### src/design/dd_cen_gen.sv
// Clock-enable generator
//   cen12 every 4th clk, cen6 every 8th clk
//   both come from one free-running 3-bit counter

`timescale 1ns/100ps
`default_nettype none

module dd_cen_gen (
    input  logic clk,
    input  logic rst_n,
    output logic cen12,
    output logic cen6
);

    logic [2:0] cnt;

    // Strobes are registered, first ones 4 and 8 clocks out of reset
    always_ff @(posedge clk) begin
        if (!rst_n) begin
            cnt   <= 3'd0;
            cen12 <= 1'b0;
            cen6  <= 1'b0;
        end else begin
            cnt   <= cnt + 3'd1;
            cen12 <= (cnt[1:0] == 2'd3);
            cen6  <= (cnt == 3'd7);
        end
    end

endmodule

`default_nettype wire

### config.mk
export PLATFORM = sky130hd
export DESIGN_NAME = dd_cen_gen
export DESIGN_NICKNAME = d
export VERILOG_FILES = /design/src/design/dd_cen_gen.sv
export SDC_FILE = /design/constraint.sdc
export NUM_CORES = 1
export LEC_CHECK = 0
export ABC_AREA = 1
export BUFFER_PORTS_ARGS = -buffer_cell sky130_fd_sc_hd__buf_2
export CORE_AREA = 2 2 39 41
export CTS_BUF_LIST = sky130_fd_sc_hd__clkbuf_8
export CTS_CLUSTER_DIAMETER = 100
export DETAILED_ROUTE_END_ITERATION = 10
export DIE_AREA = 0 0 41 43
export PLACE_DENSITY_LB_ADDON = 0.25
export SLEW_MARGIN = 20
export SYNTH_ARGS = -nofsm -noshare
export SYNTH_HDL_FRONTEND = slang
export SYNTH_SLANG_ARGS = --single-unit
### constraint.sdc
create_clock -name clk -period 2 [get_ports clk]
set_clock_uncertainty 0.2 [all_clocks]
set_input_delay 0.1 -clock clk [delete_from_list [all_inputs] [get_ports clk]]
set_output_delay 0.1 -clock clk [all_outputs]
set_load 0.1 [all_outputs]
Yosys cells after proc, flatten, opt, wreduce, memory -nomap -nowiden

Cells that the tools add are included.

Magnitude comparators: 0
Bitwise gates (word level): 0
$add $sub $neg: 1
Equality and inequality tests: 2
Mux-type cells: 0
Reductions and logical operators: 0
Multipliers: 0
Divide/modulo/power cells: 0
Shift-type cells: 0

Operators by type and width:

| operator                                     | count |
|---|---|
| adder 3 x 1 -> 3 bit (second input constant) | 1 |
| equality test 3 bit (second input constant)  | 1 |
| equality test 2 bit (second input constant)  | 1 |

Bits in writable memories: 0
Flip-flop bits (word level): 5
Word-level logic and storage cells: 6
Latch bits: 0
Input port bits: 2
ROM bits: 0
Memories kept: 0
Output and inout bits: 2

Longest topological paths before layout

Depth in word-level cells: 1
Mapped depth: 4
Mapped depth without buffers: 4

Worst setup path after synthesis

OpenSTA, ideal clock, no wires.

Path kind: register to output
Start point: reg cen12
End point: out cen12
Arrival: 0.909 ns
Path buffers: 0
Data required time: 1.700 ns
Slack: 0.791 ns
Cell stages (with the launch flop): 1
Cell sequence: dfxtp_1

RTL lines:

| what                   | line | text |
|---|---|---|
| from (decl)            | 11   | `output logic cen12,` |
| from (signal assigned) | 25   | `cen12 <= (cnt[1:0] == 2'd3);` |

No word-level cell between the ends.

Worst setup path in the final report

Start point: reg cen12
End point: out cen12

No word-level cell between the ends.

==> metrics.txt <==
unrepaired setup endpoints after global routing=no; area delta synth->final=54.5%; leakage=around 0.16 nW; critical path endpoint category=output port; CP max stage cell=buf_2; Hold Path Depth=1; sequential area share after synthesis=0.606; vias in the first global route=~110; Max Transition Viols Final=0; CTS sink count=5; cells after synthesis=17; Worst path max stage delay=410 ps; ant diodes=0; starting density of the core=0.119; clock tree buffer depth=2; peak supply drop=between 300 and 400 uV; Syn Std Cell Area=approximately 170 um2; hold-critical path endpoint=cnt[0]; CP startpoint kind=register; initial antenna violation count=0; critical path arrival=between 900 and 1000 ps; IO Port Bufs=3; global placer's final weighted congestion=~0.61; drt first-iter violations=2; Critical Path RT=between 1500 and 2000 ps; core outline area=1380 um2; reg2reg setup slack=around 820 ps; fmax=815 MHz; overall power=about 0.30 mW; Synth Register Bits=5; Finished Cell Area=255 um2; Die W=between 40 and 50 um; Avg Inst Size Synth=~9.7 um2; All-Layer GR Usage=0.0502; period utilisation layout=0.614; H-tree depth=1; CP Class=reg2out; CTS tree=built; Root Buffer=clkbuf_8; layout cell share with drive strength beyond 1=0.320; Remaining DRCs=0; drt wl/cell=approximately 5.7 um; post-layout min period=1230 ps; Max Cap Violations=0; CTS clk-pin slew, worst paths=40 ps; worst skew pair latency=roughly 220 ps; Placed Area=between 200 and 250 um2; GRT Residual Overflow=0; Rel. slew slack=0.678; Setup-failing EPs final=0; Hold Crit Class=reg2reg; Final TNS setup=0 ps; crit-path leading delay family=buffers and inverters; antenna-violating nets left=0; Final Hold Viols=0; Pre-antenna DRT Iters=2; Post-Syn Nets=21; first-pass GRT wire length=about 420 um; Yosys cell types=6; RR Startpoint=cnt[0]; hold_ws=about 220 ps; Ys Warns=0; post-CTS setup buffers=0; min-delay src=cnt[0]; DIE AREA=between 1500 and 2000 um2; num ports=4; die height=43 um; DP HPWL=around 160 um; row count=14; pwr dens=between 1000 and 1500 nW/um2; Slew @ Worst Pin=486 ps; reg2reg end=cnt[2]; CTS buffer count=3; worst-path maximum fanout=1; outcome=completed; largest net degree at the start of global routing=6; fillers=150; Total Wirelength=about 230 um; fin nets=30; critical-path cell list=buf_2; vias per cell=2.80; cells on worst reg2reg path=4; via count=115; WP buf/inv=1
==> where the power goes <==
| part | total, mW | switching, mW | internal, mW |
|---|---|---|---|
| sequential | 0.108 | 0.00204 | 0.106 |
| combinational | 0.0170 | 0.0107 | 0.00631 |
| clock | 0.179 | 0.0479 | 0.131 |
| total | 0.304 | 0.0607 | 0.244 |
==> Yosys cell counts <==
library cell	n	area, um2
dfxtp_1	5	100
ha_1	2	25.0
inv_1	4	15.0
inv_2	1	3.75
nand2_1	4	15.0
nor2_2	1	6.26
==> per-layer routing <==
metal | up-vias | share of wire | global-route usage
li1 | 63 | - | -
met1 | 42 | 0.41 | 0.0257
met2 | 8 | 0.33 | 0.0469
met3 | 2 | 0.22 | 0.0942
met4 | 0 | 0.030 | 0.0600
met5 | - | 0 | 0
==> cell families after synthesis <==
kind of cell	synth area share
flops	0.606
simple gates	0.129
buf+inv	0.114
fa+ha+maj	0.151
==> repair_timing <==
action | in CTS | in global routing
hold buffers | 1 | 0
endpoints found under the hold margin | 5 | 0
setup endpoints to repair | 0 | 0
resized for setup | 0 | 0
==> flip-flops by register name, indices dropped and copies added (netlist names) <==
signal and flops:
cen12 1, cnt 3, cen6 1
==> cells in the final DEF, fill, tap and decap left out <==
master	synthesis	final
inv_2	1	1
dfxtp_1	5	5
buf_2	0	3
nor2_2	1	1
inv_1	4	5
dlygate4sd3_1	0	1
ha_1	2	2
clkbuf_8	0	3
nand2_1	4	4
==> metrics by stage <==
stage | utilization | std cells | worst slack, ps
6_report | 0.184 | 41 | 772
2_1_floorplan | - | 17 | 791
4_1_cts | 0.184 | 41 | 758
3_5_place_dp | 0.145 | 36 | 818
5_1_grt | 0.184 | 41 | 727
3_3_place_gp | 0.145 | 36 | 829
==> layout make-up <==
class,count,area [um2],area share
clock buffers,3,41.3,0.162
well taps,16,20.0,0.0784
inverters,5,18.8,0.0735
clock inverters,1,3.75,0.0147
flip-flops and latches,5,100,0.392
repair buffers,4,25.0,0.0980
multi-input cells,7,46.3,0.181
==> worst max-delay path by stage <==
stage / from / to / slack, ps / depth (start not counted)
floorplan: cen12 / cen12 / 790 / 0
global placement: cnt[0] / cnt[2] / 830 / 4
detailed placement: cnt[0] / cnt[2] / 820 / 4
CTS: cen12 / cen12 / 760 / 1
global route: cen6 / cen6 / 730 / 1
finish: cen12 / cen12 / 770 / 1
Note: power is estimated with default switching activity, not from simulation.
