===== config.mk =====
export PLATFORM = sky130hd
export DESIGN_NAME = dd_palette
export DESIGN_NICKNAME = d
export VERILOG_FILES = /design/src/design/dd_video_pkg.sv /design/src/design/dd_palette.sv
export SDC_FILE = /design/constraint.sdc
export NUM_CORES = 2
export LEC_CHECK = 0
export BUFFER_PORTS_ARGS = -buffer_cell sky130_fd_sc_hd__buf_2
export CAP_MARGIN = 20
export CORE_MARGIN = 5
export CORE_UTILIZATION = 45
export CTS_BUF_LIST = sky130_fd_sc_hd__clkbuf_4 sky130_fd_sc_hd__clkbuf_8
export CTS_CLUSTER_SIZE = 30
export DETAILED_ROUTE_END_ITERATION = 8
export MAX_ROUTING_LAYER = met4
export SLEW_MARGIN = 20
export SYNTH_ARGS = -nofsm -noshare
export SYNTH_HDL_FRONTEND = slang
export SYNTH_SLANG_ARGS = --single-unit
export TNS_END_PERCENT = 100

===== constraint.sdc =====
create_clock -name clk -period 2.7 [get_ports clk]
set_input_delay 0.27 -clock clk [delete_from_list [all_inputs] [get_ports clk]]
set_output_delay 0.27 -clock clk [all_outputs]
set_load 0.03 [all_outputs]

===== src/design/dd_video_pkg.sv =====
// Shared definitions for the character video path
//   video geometry and sync windows
//   output pipeline depth and tile map size
//   character ROM location in SDRAM
//   pixel, colour, ROM row and ROM address types

`default_nettype none

package dd_video_pkg;

    // Horizontal timing in pixel strobes
    localparam int H_TOTAL   = 384;
    localparam int H_VISIBLE = 256;
    localparam int HS_START  = 288;
    localparam int HS_END    = 320;

    // Vertical timing in lines
    localparam int V_TOTAL   = 264;
    localparam int V_VISIBLE = 224;
    localparam int VS_START  = 240;
    localparam int VS_END    = 244;

    // Pixel strobes from the counters to the RGB output
    localparam int PIPE_DELAY = 16;

    // Character rows start at this SDRAM word address
    localparam logic [21:0] CHAR_OFFSET = 22'h28000;

    localparam int TILE_COLS = 32;
    localparam int TILE_ROWS = 28;

    typedef struct packed {
        logic [2:0] pal;
        logic [3:0] color;
    } pixel_t;

    typedef struct packed {
        logic [3:0] r;
        logic [3:0] g;
        logic [3:0] b;
    } rgb_t;

    // Eight 4-bit pixels, leftmost pixel in the top nibble
    typedef logic [31:0] char_row_t;

    typedef struct packed {
        logic [10:0] code;
        logic [2:0]  row;
    } char_addr_t;

endpackage

`default_nettype wire


===== src/design/dd_palette.sv =====
// Palette
//   128 entries, even byte red and green, odd byte blue
//   RGB output registered on the pixel strobe, black while blanking

`timescale 1ns/100ps
`default_nettype none

module dd_palette (
    input  logic                 clk,
    input  logic                 rst_n,
    input  logic                 cen6,
    input  dd_video_pkg::pixel_t pxl,
    input  logic                 blank,
    input  logic [12:0]          cpu_addr,
    input  logic [7:0]           cpu_dout,
    input  logic                 cpu_wrn,
    input  logic                 pal_cs,
    output dd_video_pkg::rgb_t   rgb
);

    logic [7:0] pal_rg [128];
    logic [3:0] pal_b  [128];
    logic [6:0] idx;

    assign idx = pxl;

    always_ff @(posedge clk) begin
        if (pal_cs && !cpu_wrn) begin
            if (cpu_addr[0]) begin
                pal_b[cpu_addr[7:1]] <= cpu_dout[3:0];
            end else begin
                pal_rg[cpu_addr[7:1]] <= cpu_dout;
            end
        end
    end

    always_ff @(posedge clk) begin
        if (!rst_n) begin
            rgb <= '0;
        end else if (cen6) begin
            rgb <= blank ? '0 : {pal_rg[idx], pal_b[idx]};
        end
    end

endmodule

`default_nettype wire


# Word level (Yosys, flattened, before mapping)
# Memories as Yosys holds them, arrays and structs flattened.
# Cells that the tools add are included.
dict set report totals {
  memories 2
  ram_bits 1536
  in_bits 34
  romBits 0
  wordCells 14
  latch_bits 0
  register_bits 12
}
# name depth word_bits read_ports rd_ports_with_merged_regs wr line_no
set memory_table {}
lappend memory_table {pal_rg 128 8 1 0 1 dd_palette.sv:21} ;# logic [7:0] pal_rg [128];
lappend memory_table {pal_b 128 4 1 0 1 dd_palette.sv:22} ;# logic [3:0] pal_b [128];
dict set report op_classes {
  n_addsub 0
  n_shift 0
  multipliers 0
  n_bitwise 0
  n_eq_ne 0
  div_mod_pow 0
  n_reduce_logical 2
  mux 7
  n_lt_le_gt_ge 0
}
# op count
set op_table {}
lappend op_table {{12-bit two-way mux} 1}
lappend op_table {{1-bit two-way mux} 6}
lappend op_table {{1-bit logical AND} 1}
lappend op_table {{1-bit zero test} 1}

# Logic depth before layout (Yosys ltp)
dict set report logic_depth {
  ltp_word 4
  ltp_mapped 11
  depth_no_buf 6
}

# Worst setup path after synthesis
# OpenSTA, ideal clock, no wires.
dict set report synth_path {
  path_kind {input to register}
  from {input pal_cs}
  to {memory pal_rg[19][0] (enable)}
  path_slack_ns 0.650
  required_ns 2.330
  stages 5
  arrival_ns 1.680
  setup_ns 0.370
  cell_sequence {nor2b_1 nor3b_1 nand3_1 clkbuf_1 nor2_1}
}
dict set report synth_via {
  elab_chain_cells 3
}
# element line_no
set synth_rtl {}
lappend synth_rtl {{start: declaration} dd_palette.sv:17} ;# input logic pal_cs,
lappend synth_rtl {{1-bit logical AND} dd_palette.sv:28} ;# if (pal_cs && !cpu_wrn) begin
lappend synth_rtl {{1-bit two-way mux} dd_palette.sv:28}
lappend synth_rtl {{1-bit two-way mux (not written as such)} dd_palette.sv:32} ;# pal_rg[cpu_addr[7:1]] <= cpu_dout;
lappend synth_rtl {{end: declaration} dd_palette.sv:21}
# Every way passes these cells.

# Worst setup path in the final report
dict set report layout_path {
  from {input blank}
  to {register rgb[6] (netlist name)}
}
dict set report layout_via {
  elab_chain_cells 1
}
# element line_no
set layout_rtl {}
lappend layout_rtl {{start: declaration} dd_palette.sv:13} ;# input logic blank,
lappend layout_rtl {{12-bit two-way mux} dd_palette.sv:41} ;# rgb <= blank ? '0 : {pal_rg[idx], pal_b[idx]};
lappend layout_rtl {{end signal: assignment} dd_palette.sv:41}
lappend layout_rtl {{end: declaration} dd_palette.sv:18} ;# output dd_video_pkg::rgb_t rgb
# Every way passes these cells.
# A chain may end at the register's enable or synchronous reset.

==> out/metrics.cfg <==
[synth]
postSynthAreaPerCell_um2=19.0
syn-num-nets=3220
ys_types=42
synth-main-ff-cell=edfxtp_1
postSynthCellCount=3186
yosys.area.top_type_share=0.764
synth.ff_latch_count=1548
synth_seq_area_share=0.767
async_flop_share=0
yosys.area.top_type=edfxtp_1
synth_area_um2=60400
synth_edf_count=1536
yosysWarnings=0
synth_area_leaders=edfxtp_1, mux4_2, mux2i_1

[clock_tree]
cts_sinks=1548
clk_latency_ns=0.93
hold_buffers=18
post_cts_resize_count=0
numCtsBuffers=235
post_cts_buffers=0
cts.reportedPaths.clkPinSlew_ns=0.06
ctsLongestPathBuffers=3
htree_levels=4
cts_tree=done
clockRootBuffer=clkbuf_8

[placement]
gp_congestion=0.870
io_buffers=40
hpwl_um=102000
dpl_cell_area_um2=65100
dp_slack_ns=-0.0988
dp_cells=5165

[setup_path]
crit_arrival_ns=3.24
crit_start=blank
start_kind=input port
worst-setup-path-type=in2reg
cp_max_fo=8
worstSetupEndpoint=rgb[6]$_SDFFE_PN0P_
cp-end-kind=flip-flop
rr_endpoint=rgb[6]$_SDFFE_PN0P_
reg2reg_from=pal_rg[39][2]$_DFFE_PP_
cp.required_ns=3.57
r2r_slack_ns=0.36
reg2regPathDepth=6

[sta]
slew_headroom=0.476
fmax_mhz=422
layout_setup_ws_ns=0.328
setup_violations=0
tightest_slew_ns=0.786
hold_viol=0
fin_tns_setup_ns=0
slew_violations=0
fin_crit_ns=2.37
fin_skew_ns=0.0534
rsz0062_at_grt=no
period_share=0.878
whs_ns=0.109

[floorplanning]
num_rows=134
io_pins=46
initial_core_util=0.453
dieArea_um2=142000
coreArea_um2=133000
die_h_um=376
die_w_um=376

[final_layout]
nNetsFinal=3686
n_fill_cell=10700
multi_input_area_um2=13100
regArea_um2=46400
final_cell_mix=edfxtp_1, mux2i_1, buf_4, nor2_1, clkbuf_8
utilization=0.524
drive_gt1_frac=0.259
layout_commonest_cell=edfxtp_1
fin_cells=5621
syn2layout_area_growth_pct=15.8
design_area_um2=70000

[detailed_routing]
wirelength_um=158000
drt-wirelength-per-cell_um=28.1
vias=32500
dr.pass1.iters=6
ant_nets=0
drc=0
first_iter_violations=3595
viasPerCell=5.78

[pwr]
power.density_nw_per_um2=685
ir_drop_mv=0.472
p_leak_nw=23.3
finalPower_mw=47.9

[grt]
grt_usage=0.228
grt_max_degree=97
antenna_found_initial=13
grt_pass1_vias=33400
grt_remaining_overflow=0
grt_pass1_wl_um=229000

[hold_path]
hold_path_class=in2reg
worst_hold_path.num_cells=6

[status]
status=complete, no violations

[job]
max-cap-violations=0

==> metal layers <==
layer	vias to the layer above	GRT usage	part of all wire
met5	-	-	0
met4	0	0.0699	0.030
met3	266	0.0457	0.080
met2	1450	0.362	0.48
met1	16900	0.303	0.41
li1	13900	-	-
==> cell families after synthesis <==
| logic type | after synthesis | share of synthesized area |
|---|---|---|
| AO/OA/AOI/OAI | 337 | 0.0404 |
| flip-flops | 1548 | 0.767 |
| AND/OR/NAND/NOR | 549 | 0.0388 |
| multiplexers | 557 | 0.136 |
| buffers and inverters | 195 | 0.0170 |
==> cell usage after synthesis (25+ instances only) <==
| cell | count |
|---|---|
| edfxtp_1 | 1536 |
| mux2i_1 | 341 |
| nor2_1 | 274 |
| mux4_2 | 212 |
| a22oi_1 | 205 |
| nand2_1 | 120 |
| clkbuf_1 | 106 |
| nand3_1 | 74 |
| buf_4 | 39 |
| o22ai_1 | 34 |
| a21oi_1 | 33 |
| buf_2 | 26 |
| nand4_1 | 25 |
==> flip-flops by register name (all words and copies together) (netlist names) <==
signal,flops
pal_b,512
rgb,12
pal_rg,1024
==> worst max-delay path, stage by stage <==
cell	delay, ns
dlygate4sd3_1	0.55
buf_2	0.17
nand2b_1	0.22
buf_4	0.21
nor3_2	0.45
dlygate4sd3_1	0.67
nand2_1	0.07
nand4_1	0.09
dlygate4sd3_1	0.54
==> how the worst min path moves through the flow <==
stage	endpoint	from	slack, ns
6_report	rgb[4]$_SDFFE_PN0P_	pxl[4]	0.11
5_1_grt	rgb[7]$_SDFFE_PN0P_	pxl[4]	0.03
4_1_cts	rgb[4]$_SDFFE_PN0P_	pxl[4]	0.002
3_5_place_dp	rgb[3]$_SDFFE_PN0P_	rgb[3]$_SDFFE_PN0P_	0.70
3_3_place_gp	rgb[3]$_SDFFE_PN0P_	rgb[3]$_SDFFE_PN0P_	0.71
2_1_floorplan	pal_b[0][0]$_DFFE_PP_	cpu_dout[0]	0.37
==> power by group <==
| part | total (mW) | switching [mW] | internal [mW] |
|---|---|---|---|
| logic | 2.53 | 1.64 | 0.895 |
| clock network | 18.9 | 8.97 | 9.95 |
| registers | 26.5 | 0.0281 | 26.4 |
==> cell type report <==
| cell class | count | area share |
|---|---|---|
| inverter | 2 | 0.000107 |
| clock buffer | 299 | 0.0532 |
| timing repair buffer | 422 | 0.0522 |
| multi-input combinational | 1443 | 0.187 |
| tap | 1768 | 0.0316 |
| sequential | 1548 | 0.663 |
| antenna | 9 | 0.000322 |
| clock inverter | 130 | 0.0131 |
No activity file was read; power rests on OpenSTA's default activity.
