[config.mk]
export PLATFORM = sky130hd
export DESIGN_NAME = dd_video_timing
export DESIGN_NICKNAME = d
export VERILOG_FILES = /design/src/design/dd_video_pkg.sv /design/src/design/dd_video_timing.sv
export SDC_FILE = /design/constraint.sdc
export NUM_CORES = 1
export LEC_CHECK = 0
export BUFFER_PORTS_ARGS = -buffer_cell sky130_fd_sc_hd__clkbuf_2
export CAP_MARGIN = 30
export CORE_ASPECT_RATIO = 0.7
export CORE_MARGIN = 2
export CORE_UTILIZATION = 40
export DETAILED_ROUTE_END_ITERATION = 8
export GPL_TIMING_DRIVEN = 0
export PLACE_DENSITY = 0.58
export SLEW_MARGIN = 20
export SYNTH_ARGS = -nofsm -noshare
export SYNTH_HDL_FRONTEND = slang
export SYNTH_SLANG_ARGS = --single-unit
[constraint.sdc]
create_clock -name clk -period 2.4 [get_ports clk]
set_input_delay 0.48 -clock clk [delete_from_list [all_inputs] [get_ports clk]]
set_output_delay 0.48 -clock clk [all_outputs]
set_load 0.005 [all_outputs]
[src/design/dd_video_pkg.sv]
// Shared definitions for the character video path
//   video geometry and sync windows
//   output pipeline depth and tile map size
//   character ROM location in SDRAM
//   pixel, colour, ROM row and ROM address types

`default_nettype none

package dd_video_pkg;

    // Horizontal timing in pixel strobes
    localparam int H_TOTAL   = 384;
    localparam int H_VISIBLE = 256;
    localparam int HS_START  = 288;
    localparam int HS_END    = 320;

    // Vertical timing in lines
    localparam int V_TOTAL   = 264;
    localparam int V_VISIBLE = 224;
    localparam int VS_START  = 240;
    localparam int VS_END    = 244;

    // Pixel strobes from the counters to the RGB output
    localparam int PIPE_DELAY = 16;

    // Character rows start at this SDRAM word address
    localparam logic [21:0] CHAR_OFFSET = 22'h28000;

    localparam int TILE_COLS = 32;
    localparam int TILE_ROWS = 28;

    typedef struct packed {
        logic [2:0] pal;
        logic [3:0] color;
    } pixel_t;

    typedef struct packed {
        logic [3:0] r;
        logic [3:0] g;
        logic [3:0] b;
    } rgb_t;

    // Eight 4-bit pixels, leftmost pixel in the top nibble
    typedef logic [31:0] char_row_t;

    typedef struct packed {
        logic [10:0] code;
        logic [2:0]  row;
    } char_addr_t;

endpackage

`default_nettype wire

[src/design/dd_video_timing.sv]
// Video timing generator
//   pixel and line counters advanced by the pixel strobe
//   sync and blanking decoded from the package windows

`timescale 1ns/100ps
`default_nettype none

module dd_video_timing (
    input  logic       clk,
    input  logic       rst_n,
    input  logic       cen6,
    output logic [8:0] hcnt,
    output logic [8:0] vcnt,
    output logic       HS,
    output logic       VS,
    output logic       HBL,
    output logic       VBL
);
    import dd_video_pkg::*;

    logic [8:0] hnext;
    logic [8:0] vnext;

    always_comb begin
        hnext = hcnt + 9'd1;
        vnext = vcnt;
        if (hcnt == 9'(H_TOTAL - 1)) begin
            hnext = 9'd0;
            if (vcnt == 9'(V_TOTAL - 1)) begin
                vnext = 9'd0;
            end else begin
                vnext = vcnt + 9'd1;
            end
        end
    end

    // Decode from the next count so the flags line up with the counters
    always_ff @(posedge clk) begin
        if (!rst_n) begin
            hcnt <= 9'd0;
            vcnt <= 9'd0;
            HS   <= 1'b0;
            VS   <= 1'b0;
            HBL  <= 1'b1;
            VBL  <= 1'b1;
        end else if (cen6) begin
            hcnt <= hnext;
            vcnt <= vnext;
            HBL  <= (hnext >= 9'(H_VISIBLE));
            VBL  <= (vnext >= 9'(V_VISIBLE));
            HS   <= (hnext >= 9'(HS_START)) && (hnext < 9'(HS_END));
            VS   <= (vnext >= 9'(VS_START)) && (vnext < 9'(VS_END));
        end
    end

endmodule

`default_nettype wire

# Yosys cells after proc, flatten, opt, wreduce, memory -nomap -nowiden
# Index checks and enable logic that the tools add are counted.
# W data, S select, Z words.
totals:
  wordCells: 21
  inputBits: 3
  regBits: 22
  output_inout_bits: 22
op_classes:
  addsub: 2
  reduce_logical: 2
  eq_ne: 2
  n_lt_le_gt_ge: 6
  n_mux: 3
op_table:
  columns: ["cell", "count"]
  rows:
  - ["$mux W9", 3]
  - ["$add A9 B1 Y9 const B", 2]
  - ["$eq A9 B9 Y1 const B", 2]
  - ["$ge A9 B8 Y1 const B", 2]
  - ["$ge A9 B9 Y1 const B", 2]
  - ["$lt A9 B8 Y1 const B", 1]
  - ["$lt A9 B9 Y1 const B", 1]
  - ["$logic_and A1 B1 Y1", 2]

# Logic depth before layout (Yosys ltp)
logic_depth:
  ltp_word: 5
  depth_mapped: 7

# Worst setup path after synthesis
# Ideal clock, no wire load.
synth_path:
  path_type: "flip-flop to flip-flop"
  start: "reg hcnt[0]"
  end: "reg vcnt[6]"
  arrival_ps: 1814
  required_time_ps: 2285
  n_path_buf: 1
  path_slack_ps: 471
  setup_ps: 115
  stages_incl_launch_ff: 8
  synth_period_minus_slack_ps: 1929
  path_cell_list: "dfxtp_1 -> ha_1 -> nand4_4 -> or4_4 -> buf_6 -> nor3_4 -> xor2_1 -> and2_1"
synth_via:
  elab_chain_cells: 2
synth_lines:
  columns: ["element", "line", "text"]
  rows:
  - ["from (decl)", "dd_video_timing.sv:12", "output logic [8:0] hcnt,"]
  - ["from (signal assigned)", "dd_video_timing.sv:47", "hcnt <= hnext;"]
  - ["$eq A9 B9 Y1", "dd_video_timing.sv:27", "if (hcnt == 9'(H_TOTAL - 1)) begin"]
  - ["$mux W9", "dd_video_timing.sv:27", null]
  - ["to (signal assigned)", "dd_video_timing.sv:48", "vcnt <= vnext;"]
  - ["to (decl)", "dd_video_timing.sv:13", "output logic [8:0] vcnt,"]
# No other way between the ends.
# A chain may end at the register's enable or synchronous reset.

# Worst setup path in the final report
layout_path:
  start: "reg hcnt[1]"
  end: "reg vcnt[5]"
# Same word-level chain as after synthesis.

==> qor.txt <==
Status - complete, no violations
RSZ-0062 raised after global routing - false
Post-synth ARST share - 0%
Final HPWL DP - 2300 um
Pwr Total - 0.684 mW
Die H - 51.7 um
First-pass GRT wire length - 5260 um
Crit Path Category - flip-flop to flip-flop
CTS hold repair buffers - 0
Top post-synthesis cells by area - dfxtp_1 (34%), nand2_1 (5.5%), a21boi_0 (5.2%)
Detailed Route Iter0 Violations - 54
Clock sink total - 22
HP Class - flip-flop to flip-flop
Clock latency on the worst-skew pair - 270 ps
Post-cts sizing count - 0
XOR/XNOR share of the synthesized area - 7.42%
Die Span X - 72.1 um
Fin Clk Skew - 7.62 ps
Vias per std cell - 5.49
Critical Path Fanout Max - 8
Setup TNS - 0 ps
Post-synth top area cell - dfxtp_1
Starting Density - 41.5%
DRC - 0
Net Count, Synth - 154
Site Rows - 17
Clock buffer depth - 2
CP Data Required Time - 2600 ps
Post-Synth Simple-Gate Area - 36.7%
Vias - 1180
Main synth FF type - dfxtp_1
Multiplexer share of the synthesized area - 1.54%
Synthesis-to-layout area growth - 17.1%
Yosys reg bits - 22
Setup violations, final - 0
Syn Area/Cell - 8.72 um2
Synth Area in Compound Gates - 14.5%
Tcrit/Tclk final - 87.1%
GRT overflow - 0
Max_slew headroom - 69.2%
Seq/Total Area, Yosys - 33.9%
Routability Congestion - 0.860
Number of CTS-inserted buffers - 3
Worst path cell trace - ha_1 > nand4_4 > nor3_4 > nand3_2 > or4_1 > a21boi_1
Post-synthesis cell type count - 45
Clk root buf - clkbuf_8
Largest family of logic cells by synthesized area - simple AND/OR/NAND/NOR gates
CORE AREA - 3130 um2
Post-CTS Repair Setup Buffers - 0
Clock slew at reported path FFs - 90 ps
Design Area, Final - 1520 um2
Leading cell type in the layout, fill and taps excluded - clkbuf_2
Count of yosys warnings during synthesis - 0
Share of post-route cells with drive strength above 1 - 24.9%
Mapped cell area - 1300 um2
Final antenna-violating net count - 0
Drt first pass iters - 4
Largest net degree at the start of global routing - 13
H-tree lvl count - 1
Number of flops mapped to enable cells by yosys - 0
CP Capture Type - flip-flop
Power density over the cells - 449 nW/um2
Max stage delay on crit path - 520 ps
Fmax - 0.478 GHz
IO Count - 25
Antenna Diode Count - 0
Critical-path top delay cell - or4_1
Initial antenna violation count - 0
Fin nets - 183
Peak VDD IR - 297 uV
Yosys top cell area share - 33.9%
Final Max Slew Viols - 0
Most frequent cells in the layout - clkbuf_2 (24), dfxtp_1 (22), nand2_1 (19)
Startpoint types - flip-flop
Placed Area - 1470 um2
Tmin final - 2090 ps
Vias in the first global route - 1108
Final hold violation count - 0
Synth Instances - 149
Total Routing Usage GR - 18.4%
Worst-Margin Slew - 462 ps
Synth Area in Adders - 1.93%
WHS - 480 ps
Port Buffers - 24
Worst EP arrival - 2290 ps
Max Cap Viol - 0
Die area - 3730 um2
Total Wirelength - 3070 um
CTS tree - yes
P_leak - 0.639 nW
DR WL/cell - 14.3 um
-- layout make-up --
| class | count | area (um2) |
|---|---|---|
| inverter | 2 | 7.51 |
| multi-input combinational | 118 | 806 |
| fill | 325 | 1610 |
| sequential | 22 | 440 |
| timing repair buffer | 24 | 120 |
| buffer | 7 | 45.0 |
| clock buffer | 4 | 55.1 |
| tap | 38 | 47.5 |
-- power by group --
part	switching (mW)	total, mW	internal (mW)
Combinational	0.0205	0.0357	0.0151
Clock	0.127	0.273	0.146
Sequential	0.00475	0.375	0.370
Total	0.152	0.684	0.532
-- synthesized netlist by cell type, types with 2 or more instances --
library cell  count
and2_1            5
nand3_1           8
ha_1              2
buf_6             2
a21boi_0          9
clkbuf_1          2
xor2_1            7
mux2i_1           2
nor4_1            4
nor2b_1           7
inv_1             2
o21ai_0           6
xnor2_1           4
nor3_4            3
nand4_1           4
o211ai_1          2
nor3_1            2
o21a_1            2
nor2_1            9
nand2_1          19
dfxtp_1          22
buf_2             3
-- worst paths after layout --
kind                                           start  cells past startpoint                    to  slack [ps]
worst max-delay path            hcnt[1]$_SDFFE_PN0P_                      6  vcnt[5]$_SDFFE_PN0P_         310
worst min register to register       HS$_SDFFE_PN0P_                      2       HS$_SDFFE_PN0P_         480
worst max register to register  hcnt[1]$_SDFFE_PN0P_                      6  vcnt[5]$_SDFFE_PN0P_         310
worst min-delay path                 HS$_SDFFE_PN0P_                      2       HS$_SDFFE_PN0P_         480
-- routing by layer --
| metal | wire length [um] | vias to the layer above | part of all wire [%] | GRT usage, % |
|---|---|---|---|---|
| met1 | 1580 | 554 | 51 | 25.6 |
| met4 | 35 | 0 | 1.1 | 4.72 |
| met2 | 1320 | 31 | 43 | 28.1 |
| met3 | 136 | 4 | 4.4 | 5.23 |
| li1 | - | 591 | - | - |
| met5 | 0 | - | 0 | 0 |
-- flip-flops by register name (all words and copies together), names as in the netlist --
name / flops
HBL: 1
HS: 1
VBL: 1
VS: 1
hcnt: 9
vcnt: 9
-- logic make-up after synthesis --
kind of cell	count (synthesis)
AOI/OAI and AO/OA	26
xor gates and xnor gates	11
buffers and inverters	9
and+or+nand+nor	77
DFF	22
adders and majority gates	2
muxes	2
-- stage by stage --
stage               instances  util (%)  setup slack [ps]
floorplan                 149         -               471
global placement          211      46.9               340
detailed placement        211      46.9               321
CTS                       215      48.7               290
global route              215      48.7               110
finish                    215      48.7               310
-- worst max-delay path: cells and delay by family, from the launching register on --
kind	cells	cell delay, ps
simple gates	4	1230
flops	1	400
fa+ha+maj	1	260
compound gates	1	140
No activity file was read; power rests on OpenSTA's default activity.
